===== src/design/biu_pkg.sv =====
//////////////////////////////////////////////////
// Bus interface definitions
// Data and address widths, transfer sizes and
// byte enables shared by the CPU and memory sides
//////////////////////////////////////////////////

package biu_pkg;

  // Data width, fixed for RV32
  localparam int XLEN = 32;

  // Physical address width
  localparam int PLEN = 32;

  // Access size as issued by the load/store unit
  // DWORD is not supported with XLEN = 32
  typedef enum logic [2:0] {
    BYTE  = 3'b000,
    HWORD = 3'b001,
    WORD  = 3'b010
  } biu_size_t;

  // One bus data word
  typedef logic [XLEN-1:0] biu_data_t;

  // Physical byte address
  typedef logic [PLEN-1:0] biu_adr_t;

  // One enable per byte lane
  typedef logic [XLEN/8-1:0] biu_be_t;

endpackage

===== src/design/cache_pkg.sv =====
//////////////////////////////////////////////////
// Data cache definitions
// Geometry of the direct mapped cache and the
// types used to split an address and hold a line
//////////////////////////////////////////////////

package cache_pkg;

  ///////////////////////////////////////////////////
  // Geometry
  ///////////////////////////////////////////////////

  // Number of sets, one line each
  localparam int SETS       = 16;

  // 32-bit words per line
  localparam int LINE_WORDS = 4;

  // Address split: tag | index | word offset | byte
  localparam int IDX_BITS   = 4;
  localparam int OFS_BITS   = 2;
  localparam int BYTE_BITS  = 2;
  localparam int TAG_BITS   = biu_pkg::PLEN - IDX_BITS - OFS_BITS - BYTE_BITS;

  ///////////////////////////////////////////////////
  // Types
  ///////////////////////////////////////////////////

  typedef logic [TAG_BITS-1:0] cache_tag_t;
  typedef logic [IDX_BITS-1:0] cache_idx_t;
  typedef logic [OFS_BITS-1:0] cache_ofs_t;

  // Whole line, word 0 in the low bits
  typedef logic [LINE_WORDS-1:0][biu_pkg::XLEN-1:0] cache_line_t;

  // Hit stage FSM
  typedef enum logic [1:0] {
    IDLE_S,    // compare tag, answer hits
    REFILL_S,  // four word reads of a missed line
    BUSWR_S,   // write-through of a store
    BUSRD_S    // single uncached read
  } hit_state_t;

endpackage


===== src/design/cache_pipe_if.sv =====
//////////////////////////////////////////////////
// Tag stage to hit stage pipeline bundle
// Carries the registered CPU request
//////////////////////////////////////////////////

`timescale 1ns/1ns

interface cache_pipe_if
  import biu_pkg::*;
();

  // Request held in the tag stage
  logic      req;
  biu_adr_t  adr;
  biu_size_t size;
  logic      we;
  biu_be_t   be;
  biu_data_t d;
  logic      cacheable;
  logic      misaligned;

  // Tag stage drives the bundle
  modport stage_mp (output req, adr, size, we, be, d, cacheable, misaligned);

  // Hit stage consumes it
  modport hit_mp (input req, adr, size, we, be, d, cacheable, misaligned);

endinterface


===== src/design/cache_top.sv =====
//////////////////////////////////////////////////
// Data cache top level
// Direct mapped write-through cache between the
// load/store unit and the memory bus
//////////////////////////////////////////////////

`timescale 1ns/1ns

module cache_top
  import biu_pkg::*;
  import cache_pkg::*;
(
  input  logic      clk_i,
  input  logic      rst_ni,
  // CPU side
  input  logic      cpu_req_i,
  output logic      cpu_ready_o,
  input  logic      cpu_flush_i,
  input  biu_adr_t  cpu_adr_i,
  input  biu_size_t cpu_size_i,
  input  logic      cpu_we_i,
  input  biu_data_t cpu_d_i,
  input  logic      cpu_cacheable_i,
  output logic      cpu_ack_o,
  output biu_data_t cpu_q_o,
  output logic      cpu_err_o,
  // Memory side
  output logic      mem_req_o,
  output logic      mem_we_o,
  output biu_adr_t  mem_adr_o,
  output biu_be_t   mem_be_o,
  output biu_data_t mem_d_o,
  input  logic      mem_ack_i,
  input  biu_data_t mem_q_i
);

  logic        stall;
  logic        flush;
  cache_idx_t  rd_idx;
  cache_tag_t  rd_tag;
  logic        rd_valid;
  cache_line_t rd_line;
  logic        wr;
  cache_idx_t  wr_idx;
  cache_ofs_t  wr_ofs;
  biu_be_t     wr_be;
  biu_data_t   wr_d;
  logic        set_valid;
  cache_tag_t  set_tag;

  cache_pipe_if pipe ();

  assign cpu_ready_o = ~stall;

  // Kill only while the hit stage is not working on the request
  assign flush = cpu_flush_i & ~stall;

  // Array index follows whatever enters the hit stage next
  assign rd_idx = stall ? pipe.adr[BYTE_BITS+OFS_BITS +: IDX_BITS]
                        : cpu_adr_i[BYTE_BITS+OFS_BITS +: IDX_BITS];

  cache_tag_stage u_tag_stage (
    .clk_i       (clk_i),
    .rst_ni      (rst_ni),
    .stall_i     (stall),
    .flush_i     (flush),
    .req_i       (cpu_req_i),
    .adr_i       (cpu_adr_i),
    .size_i      (cpu_size_i),
    .we_i        (cpu_we_i),
    .d_i         (cpu_d_i),
    .cacheable_i (cpu_cacheable_i),
    .pipe        (pipe.stage_mp)
  );

  cache_ram u_ram (
    .clk_i       (clk_i),
    .rst_ni      (rst_ni),
    .rd_idx_i    (rd_idx),
    .rd_tag_o    (rd_tag),
    .rd_valid_o  (rd_valid),
    .rd_line_o   (rd_line),
    .wr_i        (wr),
    .wr_idx_i    (wr_idx),
    .wr_ofs_i    (wr_ofs),
    .wr_be_i     (wr_be),
    .wr_d_i      (wr_d),
    .set_valid_i (set_valid),
    .set_tag_i   (set_tag)
  );

  cache_hit_stage u_hit_stage (
    .clk_i       (clk_i),
    .rst_ni      (rst_ni),
    .pipe        (pipe.hit_mp),
    .rd_tag_i    (rd_tag),
    .rd_valid_i  (rd_valid),
    .rd_line_i   (rd_line),
    .wr_o        (wr),
    .wr_idx_o    (wr_idx),
    .wr_ofs_o    (wr_ofs),
    .wr_be_o     (wr_be),
    .wr_d_o      (wr_d),
    .set_valid_o (set_valid),
    .set_tag_o   (set_tag),
    .stall_o     (stall),
    .cpu_ack_o   (cpu_ack_o),
    .cpu_q_o     (cpu_q_o),
    .cpu_err_o   (cpu_err_o),
    .mem_req_o   (mem_req_o),
    .mem_we_o    (mem_we_o),
    .mem_adr_o   (mem_adr_o),
    .mem_be_o    (mem_be_o),
    .mem_d_o     (mem_d_o),
    .mem_ack_i   (mem_ack_i),
    .mem_q_i     (mem_q_i)
  );

endmodule


===== src/design/cache_hit_stage.sv =====
//////////////////////////////////////////////////
// Data cache hit stage
// Tag compare and CPU response, line refill on a
// read miss, write-through and uncached reads
//////////////////////////////////////////////////

`timescale 1ns/1ns

module cache_hit_stage
  import biu_pkg::*;
  import cache_pkg::*;
(
  input  logic          clk_i,
  input  logic          rst_ni,
  cache_pipe_if.hit_mp  pipe,
  // Array read result for the request in this stage
  input  cache_tag_t    rd_tag_i,
  input  logic          rd_valid_i,
  input  cache_line_t   rd_line_i,
  // Array write side
  output logic          wr_o,
  output cache_idx_t    wr_idx_o,
  output cache_ofs_t    wr_ofs_o,
  output biu_be_t       wr_be_o,
  output biu_data_t     wr_d_o,
  output logic          set_valid_o,
  output cache_tag_t    set_tag_o,
  // Back-pressure to the tag stage and CPU
  output logic          stall_o,
  // CPU response
  output logic          cpu_ack_o,
  output biu_data_t     cpu_q_o,
  output logic          cpu_err_o,
  // Memory bus
  output logic          mem_req_o,
  output logic          mem_we_o,
  output biu_adr_t      mem_adr_o,
  output biu_be_t       mem_be_o,
  output biu_data_t     mem_d_o,
  input  logic          mem_ack_i,
  input  biu_data_t     mem_q_i
);

  // Expand byte enables to a bit mask
  function automatic biu_data_t be2mask(input biu_be_t be);
    biu_data_t mask;
    for (int b = 0; b < XLEN/8; b++)
    begin
      mask[8*b +: 8] = {8{be[b]}};
    end
    return mask;
  endfunction

  hit_state_t state_q;
  hit_state_t state_d;
  cache_ofs_t cnt_q;
  logic       done_q;
  logic       reread_q;
  biu_data_t  q_q;
  cache_tag_t req_tag;
  cache_idx_t req_idx;
  cache_ofs_t req_ofs;
  logic       tag_hit;
  logic       refill_last;
  biu_data_t  q_mask;

  ///////////////////////////////////////////////////
  // Tag compare and word select
  ///////////////////////////////////////////////////

  assign req_tag = pipe.adr[PLEN-1 -: TAG_BITS];
  assign req_idx = pipe.adr[BYTE_BITS+OFS_BITS +: IDX_BITS];
  assign req_ofs = pipe.adr[BYTE_BITS +: OFS_BITS];

  assign tag_hit = rd_valid_i && (rd_tag_i == req_tag);

  // Sub-word reads return only the addressed lanes
  always_comb
  begin
    case (pipe.size)
      WORD:    q_mask = '1;
      default: q_mask = be2mask(pipe.be);
    endcase
  end

  // Bus data after an uncached read, else the cached word
  assign cpu_q_o = (done_q ? q_q : rd_line_i[req_ofs]) & q_mask;

  ///////////////////////////////////////////////////
  // FSM
  ///////////////////////////////////////////////////

  assign refill_last = (state_q == REFILL_S) && mem_ack_i &&
                       (cnt_q == cache_ofs_t'(LINE_WORDS-1));

  always_comb
  begin
    state_d   = state_q;
    stall_o   = 1'b0;
    cpu_ack_o = 1'b0;
    cpu_err_o = 1'b0;
    unique case (state_q)
      IDLE_S:
      begin
        if (reread_q)
          // Refilled line is being read back
          stall_o = 1'b1;
        else if (done_q)
          // Bus transfer finished, request still in the pipe
          cpu_ack_o = 1'b1;
        else if (pipe.req)
        begin
          if (pipe.misaligned)
          begin
            cpu_ack_o = 1'b1;
            cpu_err_o = 1'b1;
          end
          else if (pipe.we)
          begin
            stall_o = 1'b1;
            state_d = BUSWR_S;
          end
          else if (!pipe.cacheable)
          begin
            stall_o = 1'b1;
            state_d = BUSRD_S;
          end
          else if (tag_hit)
            cpu_ack_o = 1'b1;
          else
          begin
            stall_o = 1'b1;
            state_d = REFILL_S;
          end
        end
      end
      REFILL_S:
      begin
        stall_o = 1'b1;
        if (refill_last)
          state_d = IDLE_S;
      end
      BUSWR_S, BUSRD_S:
      begin
        stall_o = 1'b1;
        if (mem_ack_i)
          state_d = IDLE_S;
      end
    endcase
  end

  always_ff @(posedge clk_i or negedge rst_ni)
  begin
    if (!rst_ni)
    begin
      state_q  <= IDLE_S;
      cnt_q    <= '0;
      done_q   <= 1'b0;
      reread_q <= 1'b0;
    end
    else
    begin
      state_q  <= state_d;
      done_q   <= ((state_q == BUSWR_S) || (state_q == BUSRD_S)) && mem_ack_i;
      reread_q <= refill_last;
      // Wraps back to word 0 after the last word
      if ((state_q == REFILL_S) && mem_ack_i)
        cnt_q <= cnt_q + 1'b1;
    end
  end

  // Uncached read data held for the ack cycle
  always_ff @(posedge clk_i)
  begin
    if ((state_q == BUSRD_S) && mem_ack_i)
      q_q <= mem_q_i;
  end

  ///////////////////////////////////////////////////
  // Memory bus and array update
  ///////////////////////////////////////////////////

  // Fields only change on ack, so they hold while req is up
  assign mem_req_o = (state_q != IDLE_S);
  assign mem_we_o  = (state_q == BUSWR_S);
  assign mem_adr_o = (state_q == REFILL_S) ?
                     {req_tag, req_idx, cnt_q, {BYTE_BITS{1'b0}}} : pipe.adr;
  assign mem_be_o  = (state_q == REFILL_S) ? '1 : pipe.be;
  assign mem_d_o   = pipe.d;

  // Refill words, or a store that hits the line
  assign wr_o     = mem_ack_i &&
                    ((state_q == REFILL_S) || ((state_q == BUSWR_S) && tag_hit));
  assign wr_idx_o = req_idx;
  assign wr_ofs_o = (state_q == REFILL_S) ? cnt_q : req_ofs;
  assign wr_be_o  = (state_q == REFILL_S) ? '1 : pipe.be;
  assign wr_d_o   = (state_q == REFILL_S) ? mem_q_i : pipe.d;

  // Line becomes valid with its last word
  assign set_valid_o = refill_last;
  assign set_tag_o   = req_tag;

endmodule


===== src/design/cache_ram.sv =====
//////////////////////////////////////////////////
// Data cache storage
// Valid bits, tag array and data array with one
// synchronous read port and one write port
//////////////////////////////////////////////////

`timescale 1ns/1ns

module cache_ram
  import biu_pkg::*;
  import cache_pkg::*;
(
  input  logic        clk_i,
  input  logic        rst_ni,
  // Read port, result one cycle later
  input  cache_idx_t  rd_idx_i,
  output cache_tag_t  rd_tag_o,
  output logic        rd_valid_o,
  output cache_line_t rd_line_o,
  // Word write port
  input  logic        wr_i,
  input  cache_idx_t  wr_idx_i,
  input  cache_ofs_t  wr_ofs_i,
  input  biu_be_t     wr_be_i,
  input  biu_data_t   wr_d_i,
  // Line allocation
  input  logic        set_valid_i,
  input  cache_tag_t  set_tag_i
);

  logic [SETS-1:0] valid_q;
  cache_tag_t      tag_mem  [SETS];
  cache_line_t     data_mem [SETS];

  // Valid bits, all lines empty after reset
  always_ff @(posedge clk_i or negedge rst_ni)
  begin
    if (!rst_ni)
      valid_q <= '0;
    else if (set_valid_i)
      valid_q[wr_idx_i] <= 1'b1;
  end

  // Tag is written together with the valid bit
  always_ff @(posedge clk_i)
  begin
    if (set_valid_i)
      tag_mem[wr_idx_i] <= set_tag_i;
  end

  // Byte-masked word write
  always_ff @(posedge clk_i)
  begin
    for (int b = 0; b < XLEN/8; b++)
    begin
      if (wr_i && wr_be_i[b])
        data_mem[wr_idx_i][wr_ofs_i][8*b +: 8] <= wr_d_i[8*b +: 8];
    end
  end

  // Synchronous read, returns old contents on a same-cycle write
  always_ff @(posedge clk_i or negedge rst_ni)
  begin
    if (!rst_ni)
      rd_valid_o <= 1'b0;
    else
      rd_valid_o <= valid_q[rd_idx_i];
  end

  always_ff @(posedge clk_i)
  begin
    rd_tag_o  <= tag_mem[rd_idx_i];
    rd_line_o <= data_mem[rd_idx_i];
  end

endmodule


===== src/design/cache_tag_stage.sv =====
//////////////////////////////////////////////////
// Data cache tag stage
// Registers the CPU request while the array is
// read, builds byte enables, checks alignment
//////////////////////////////////////////////////

`timescale 1ns/1ns

module cache_tag_stage
  import biu_pkg::*;
  import cache_pkg::*;
(
  input  logic                  clk_i,
  input  logic                  rst_ni,
  input  logic                  stall_i,
  input  logic                  flush_i,
  input  logic                  req_i,
  input  biu_adr_t              adr_i,
  input  biu_size_t             size_i,
  input  logic                  we_i,
  input  biu_data_t             d_i,
  input  logic                  cacheable_i,
  cache_pipe_if.stage_mp        pipe
);

  biu_be_t size_mask;
  biu_be_t be;
  logic    misaligned;

  // Lanes covered by the access before shifting
  always_comb
  begin
    case (size_i)
      BYTE:    size_mask = biu_be_t'(4'b0001);
      HWORD:   size_mask = biu_be_t'(4'b0011);
      WORD:    size_mask = biu_be_t'(4'b1111);
      default: size_mask = '0;
    endcase
  end

  // Move the mask to the addressed lanes
  assign be = size_mask << adr_i[BYTE_BITS-1:0];

  // Half words need even, words need 4-byte aligned addresses
  always_comb
  begin
    case (size_i)
      HWORD:   misaligned = adr_i[0];
      WORD:    misaligned = |adr_i[BYTE_BITS-1:0];
      default: misaligned = 1'b0;
    endcase
  end

  // Request valid, killed by flush
  always_ff @(posedge clk_i or negedge rst_ni)
  begin
    if (!rst_ni)
      pipe.req <= 1'b0;
    else if (flush_i)
      pipe.req <= 1'b0;
    else if (!stall_i)
      pipe.req <= req_i;
  end

  // Payload, frozen during stall
  always_ff @(posedge clk_i)
  begin
    if (!stall_i)
    begin
      pipe.adr        <= adr_i;
      pipe.size       <= size_i;
      pipe.we         <= we_i;
      pipe.be         <= be;
      pipe.d          <= d_i;
      pipe.cacheable  <= cacheable_i;
      pipe.misaligned <= misaligned;
    end
  end

endmodule


===== config.mk =====
export PLATFORM = sky130hd
export DESIGN_NAME = cache_top
export DESIGN_NICKNAME = d
export VERILOG_FILES = /design/src/design/biu_pkg.sv /design/src/design/cache_pkg.sv /design/src/design/cache_pipe_if.sv /design/src/design/cache_top.sv /design/src/design/cache_hit_stage.sv /design/src/design/cache_ram.sv /design/src/design/cache_tag_stage.sv
export SDC_FILE = /design/constraint.sdc
export NUM_CORES = 2
export LEC_CHECK = 0
export CAP_MARGIN = 20
export CORE_ASPECT_RATIO = 0.8
export CORE_MARGIN = 8
export CORE_UTILIZATION = 60
export CTS_BUF_LIST = sky130_fd_sc_hd__clkbuf_8
export CTS_CLUSTER_SIZE = 8
export DETAILED_ROUTE_END_ITERATION = 10
export DONT_BUFFER_PORTS = 1
export GPL_ROUTABILITY_DRIVEN = 0
export PLACE_DENSITY = 0.8
export REMOVE_ABC_BUFFERS = 1
export SKIP_CTS_REPAIR_TIMING = 1
export SLEW_MARGIN = 20
export SYNTH_ARGS = -nofsm -noshare
export SYNTH_HDL_FRONTEND = slang
export SYNTH_SLANG_ARGS = --single-unit

===== constraint.sdc =====
create_clock -name clk_i -period 3.61 [get_ports clk_i]
set_input_delay 0.361 -clock clk_i [delete_from_list [all_inputs] [get_ports clk_i]]
set_output_delay 0.361 -clock clk_i [all_outputs]
set_load 0.02 [all_outputs]

==> results.md <==
* Status: finished, violations left
* Violated checks: negative setup slack
* H-tree depth at 5
* Setup slack after layout at -229 ps
* Die Wd at 496 um
* Critical path's top delay family: buffers and inverters
* TritonCTS clock tree: done
* Final Skew at 103 ps
* Io pins at 211
* Post-DRT Antenna Nets at 0
* Fill count at 10800
* Cell mode on critical path: buf_4
* Post-DP HPWL at 181000 um
* Final min period at 3840 ps
* Initial Utilization at 60.1%
* Nature of the critical path startpoint: register
* Vias/cell at 6.71
* Fin. max-slew vios at 0
* Critical path class: register to register
* Post-synth EDFFs at 2538
* Slew @ Worst Pin at 1150 ps
* Post-Layout Cell Count at 10900
* Layout area overhead at 17.6%
* CTS Buf Count at 417
* Initial antenna violation count at 10
* Async SR Flop Fraction at 0.884%
* Crit-path cells: xnor2_1 -> nand4_1 -> or4_4 -> buf_6 -> o211ai_1 -> buf_4 -> a21boi_4 -> buf_4 -> buf_12 -> buf_4 -> buf_12 -> o211ai_1 -> o211ai_1 -> nand4_1 -> buf_4
* Rel. slew slack at 23.2%
* Worst Path Arrival at 4780 ps
* CP Buf/Inv Count at 7
* Synth Register Bits at 2714
* Static leakage at 44.6 nW
* CTS clk-pin slew, worst paths at 60 ps
* Flop-to-flop setup slack at -230 ps
* Yosys top cell area share at 69.0%
* Min-delay src: mem_ack_i
* Layout cells sized above 1 at 21.7%
* DR WL/cell at 29.5 um
* Fmax achieved at 260 MHz
* Root Driver: clkbuf_8
* CTS Buffer Depth at 4
* Detailed router's first-iteration violation count at 11500
* Pwr dens at 924 nW/um^2
* Total gr overflow at 0
* Die area at 198000 sq um
* Primary FF master, synth: edfxtp_1
* Seq/Total Area, Yosys at 72.3%
* Max Fanout on Critical Path at 30
* Register Area at 79900 sq um
* Yosys warning count at 0
* Placed cell count at 9871
* Clock sinks at 2714
* Worst vdd ir at 1120 uV
* Unrepaired setup endpoints after global routing: yes
* Vias in the first global route at 69400
* Yosys cell types at 48
* Slowest stage delay, CP at 610 ps
* Post-synth top area cell: edfxtp_1
* Worst hold path type: input pin to register
* Fin. Hold Viols at 0
* Area of the multi-input gates at 25800 sq um
* Final period utilization at 106%
* Final setup viols at 132
* CP Capture Type: register
* Max Cap Viol at 0
* Core ar. at 184000 sq um
* Gr usage total at 30.0%
* Synthesized area per cell at 15.2 sq um
* Final setup TNS at -12450 ps
* Syn Inst Count at 7273
* Num rows at 141
* Slowest CP cell: or4_4
* Clock Latency Late Sink at 1110 ps
* Routed wire length at 321000 um
* DR pass1 iterations at 6
* Largest net degree at the start of global routing at 179
* Synth Cell Area at 110000 sq um
* Via count of the routed design at 73100
* Die H at 400 um
* WP data required at 4550 ps
* DRC viols at 0
* Crit. Startpoint: u_tag_stage.pipe.adr[30]
* Final net count at 8244
* Worst R2R Start: u_tag_stage.pipe.adr[30]
* Synth top area cells: edfxtp_1 (69%), o211ai_1 (13%), mux2_2 (3.7%)
* First-pass GRT wire length at 448000 um
* Port-buffer cells at 0
Yosys cell counts, drive strengths merged, types with 2 or more instances:
| master | count |
|---|---|
| nand3 | 8 |
| o21ai | 13 |
| or2 | 14 |
| dfxtp | 152 |
| a21o | 2 |
| edfxtp | 2538 |
| o211ai | 1894 |
| buf | 192 |
| nand2 | 35 |
| nand4 | 144 |
| mux4 | 32 |
| mux2i | 36 |
| clkbuf | 451 |
| a21oi | 59 |
| and2 | 5 |
| nor4 | 17 |
| nor3 | 5 |
| nand2b | 2 |
| inv | 680 |
| mux2 | 593 |
| dfrtp | 24 |
| a21boi | 2 |
| nor2b | 12 |
| nor2 | 326 |
| xnor2 | 14 |
| xor2 | 11 |
final cells by class:
cell class / instances / share of cell area [%]
clock buffer: 441 / 4.67
sequential: 2714 / 61.5
tap: 2431 / 2.34
antenna: 15 / 0.0289
inverter: 680 / 1.98
clock inverter: 288 / 0.884
multi-input combinational: 3236 / 19.8
timing repair buffer: 1088 / 8.80
logic make-up after synthesis:
group                      Yosys count  share of synthesized area [%]
and+or+nand+nor                    573                           2.42
AOI/OAI and AO/OA                 1976                           13.3
adders and majority gates            1                         0.0113
xor gates and xnor gates            25                          0.198
DFF                               2714                           72.3
buffers and inverters             1323                           4.77
muxes                              661                           7.03
cell usage in the layout, fill, tap and decap left out, types with 4 or more instances in the layout:
| cell type | synthesis | routed |
|---|---|---|
| a21oi_1 | 59 | 47 |
| a21oi_2 | 0 | 12 |
| buf_12 | 0 | 146 |
| buf_16 | 0 | 21 |
| buf_4 | 32 | 669 |
| buf_6 | 1 | 27 |
| clkbuf_16 | 0 | 23 |
| clkbuf_8 | 0 | 441 |
| clkinv_1 | 0 | 12 |
| clkinv_2 | 0 | 7 |
| clkinvlp_4 | 0 | 9 |
| dfrtp_1 | 24 | 23 |
| dfxtp_1 | 152 | 152 |
| diode_2 | 0 | 15 |
| dlygate4sd3_1 | 0 | 201 |
| edfxtp_1 | 2538 | 2538 |
| inv_1 | 678 | 937 |
| mux2_1 | 229 | 227 |
| mux2_2 | 363 | 361 |
| mux2_4 | 1 | 5 |
| mux2i_1 | 35 | 35 |
| mux4_2 | 32 | 32 |
| nand2_1 | 35 | 24 |
| nand2_2 | 0 | 11 |
| nand3_2 | 0 | 7 |
| nand4_1 | 144 | 144 |
| nor2_1 | 326 | 305 |
| nor2_4 | 0 | 20 |
| nor2b_1 | 12 | 11 |
| nor3_1 | 5 | 4 |
| nor4_1 | 17 | 11 |
| o211ai_1 | 1894 | 1894 |
| o21ai_0 | 11 | 10 |
| or2_2 | 14 | 14 |
| xnor2_1 | 14 | 13 |
| xor2_1 | 11 | 10 |
registers in the layout, summed over array words and instances (netlist names):
signal,count
u_hit_stage.q_q,32
u_hit_stage.reread_q,1
u_tag_stage.pipe.size,3
u_ram.rd_valid_o,1
u_tag_stage.pipe.be,4
u_tag_stage.pipe.d,32
u_tag_stage.pipe.we,1
u_ram.tag_mem,384
u_tag_stage.pipe.adr,32
u_ram.data_mem,2048
u_ram.rd_line_o,128
u_tag_stage.pipe.misaligned,1
u_ram.valid_q,16
u_tag_stage.pipe.cacheable,1
u_ram.rd_tag_o,24
u_hit_stage.state_q,2
u_tag_stage.pipe.req,1
u_hit_stage.done_q,1
u_hit_stage.cnt_q,2
worst register-to-register path, stage by stage, from the launching register on:
cell      delay, ps
edfxtp_1        430
xnor2_1         230
nand4_1         250
or4_4           610
buf_6           170
o211ai_1        260
buf_4           210
a21boi_4        260
buf_4           170
buf_12          180
buf_4           150
buf_12          180
o211ai_1        120
o211ai_1        190
nand4_1         150
buf_4           150
where the power goes:
part	switching, mW	total (mW)	leakage [nW]	internal (mW)
clock network	11.6	22.8	4.61	11.2
registers	1.59	42.8	24.4	41.2
logic	35.0	54.4	15.6	19.4
metal layers:
metal,wire length [um],track usage (%)
met5,12,0
met4,15900,13.2
met3,45400,8.39
met2,146000,45.6
met1,114000,40.9
worst paths after layout:
path,end,depth (start not counted)
worst max-delay path,u_ram.rd_line_o[100],15
worst min-delay path,u_hit_stage.q_q[0],1
max in group asynchronous,u_ram.valid_q[4],4
min in group asynchronous,u_tag_stage.pipe.req,4
worst min register to register,u_ram.valid_q[2],2
worst max register to register,u_ram.rd_line_o[100],15
per-stage QoR:
stage / setup slack (ps) / total power, mW / utilization (%) / cell area [sq um] / hold WS (ps)
after floorplan: -111070 / 49.4 / - / 108000 / 65.4
after global placement: -596 / 90.7 / 64.8 / 119000 / 66.5
after detailed placement: -577 / 92.2 / 64.8 / 119000 / 66.5
after CTS: -793 / 115 / 68.7 / 126000 / -1090
after global routing: -228 / 123 / 70.7 / 130000 / -4.12
final: -229 / 120 / 70.7 / 130000 / 12.2
Note: power is estimated with default switching activity, not from simulation.
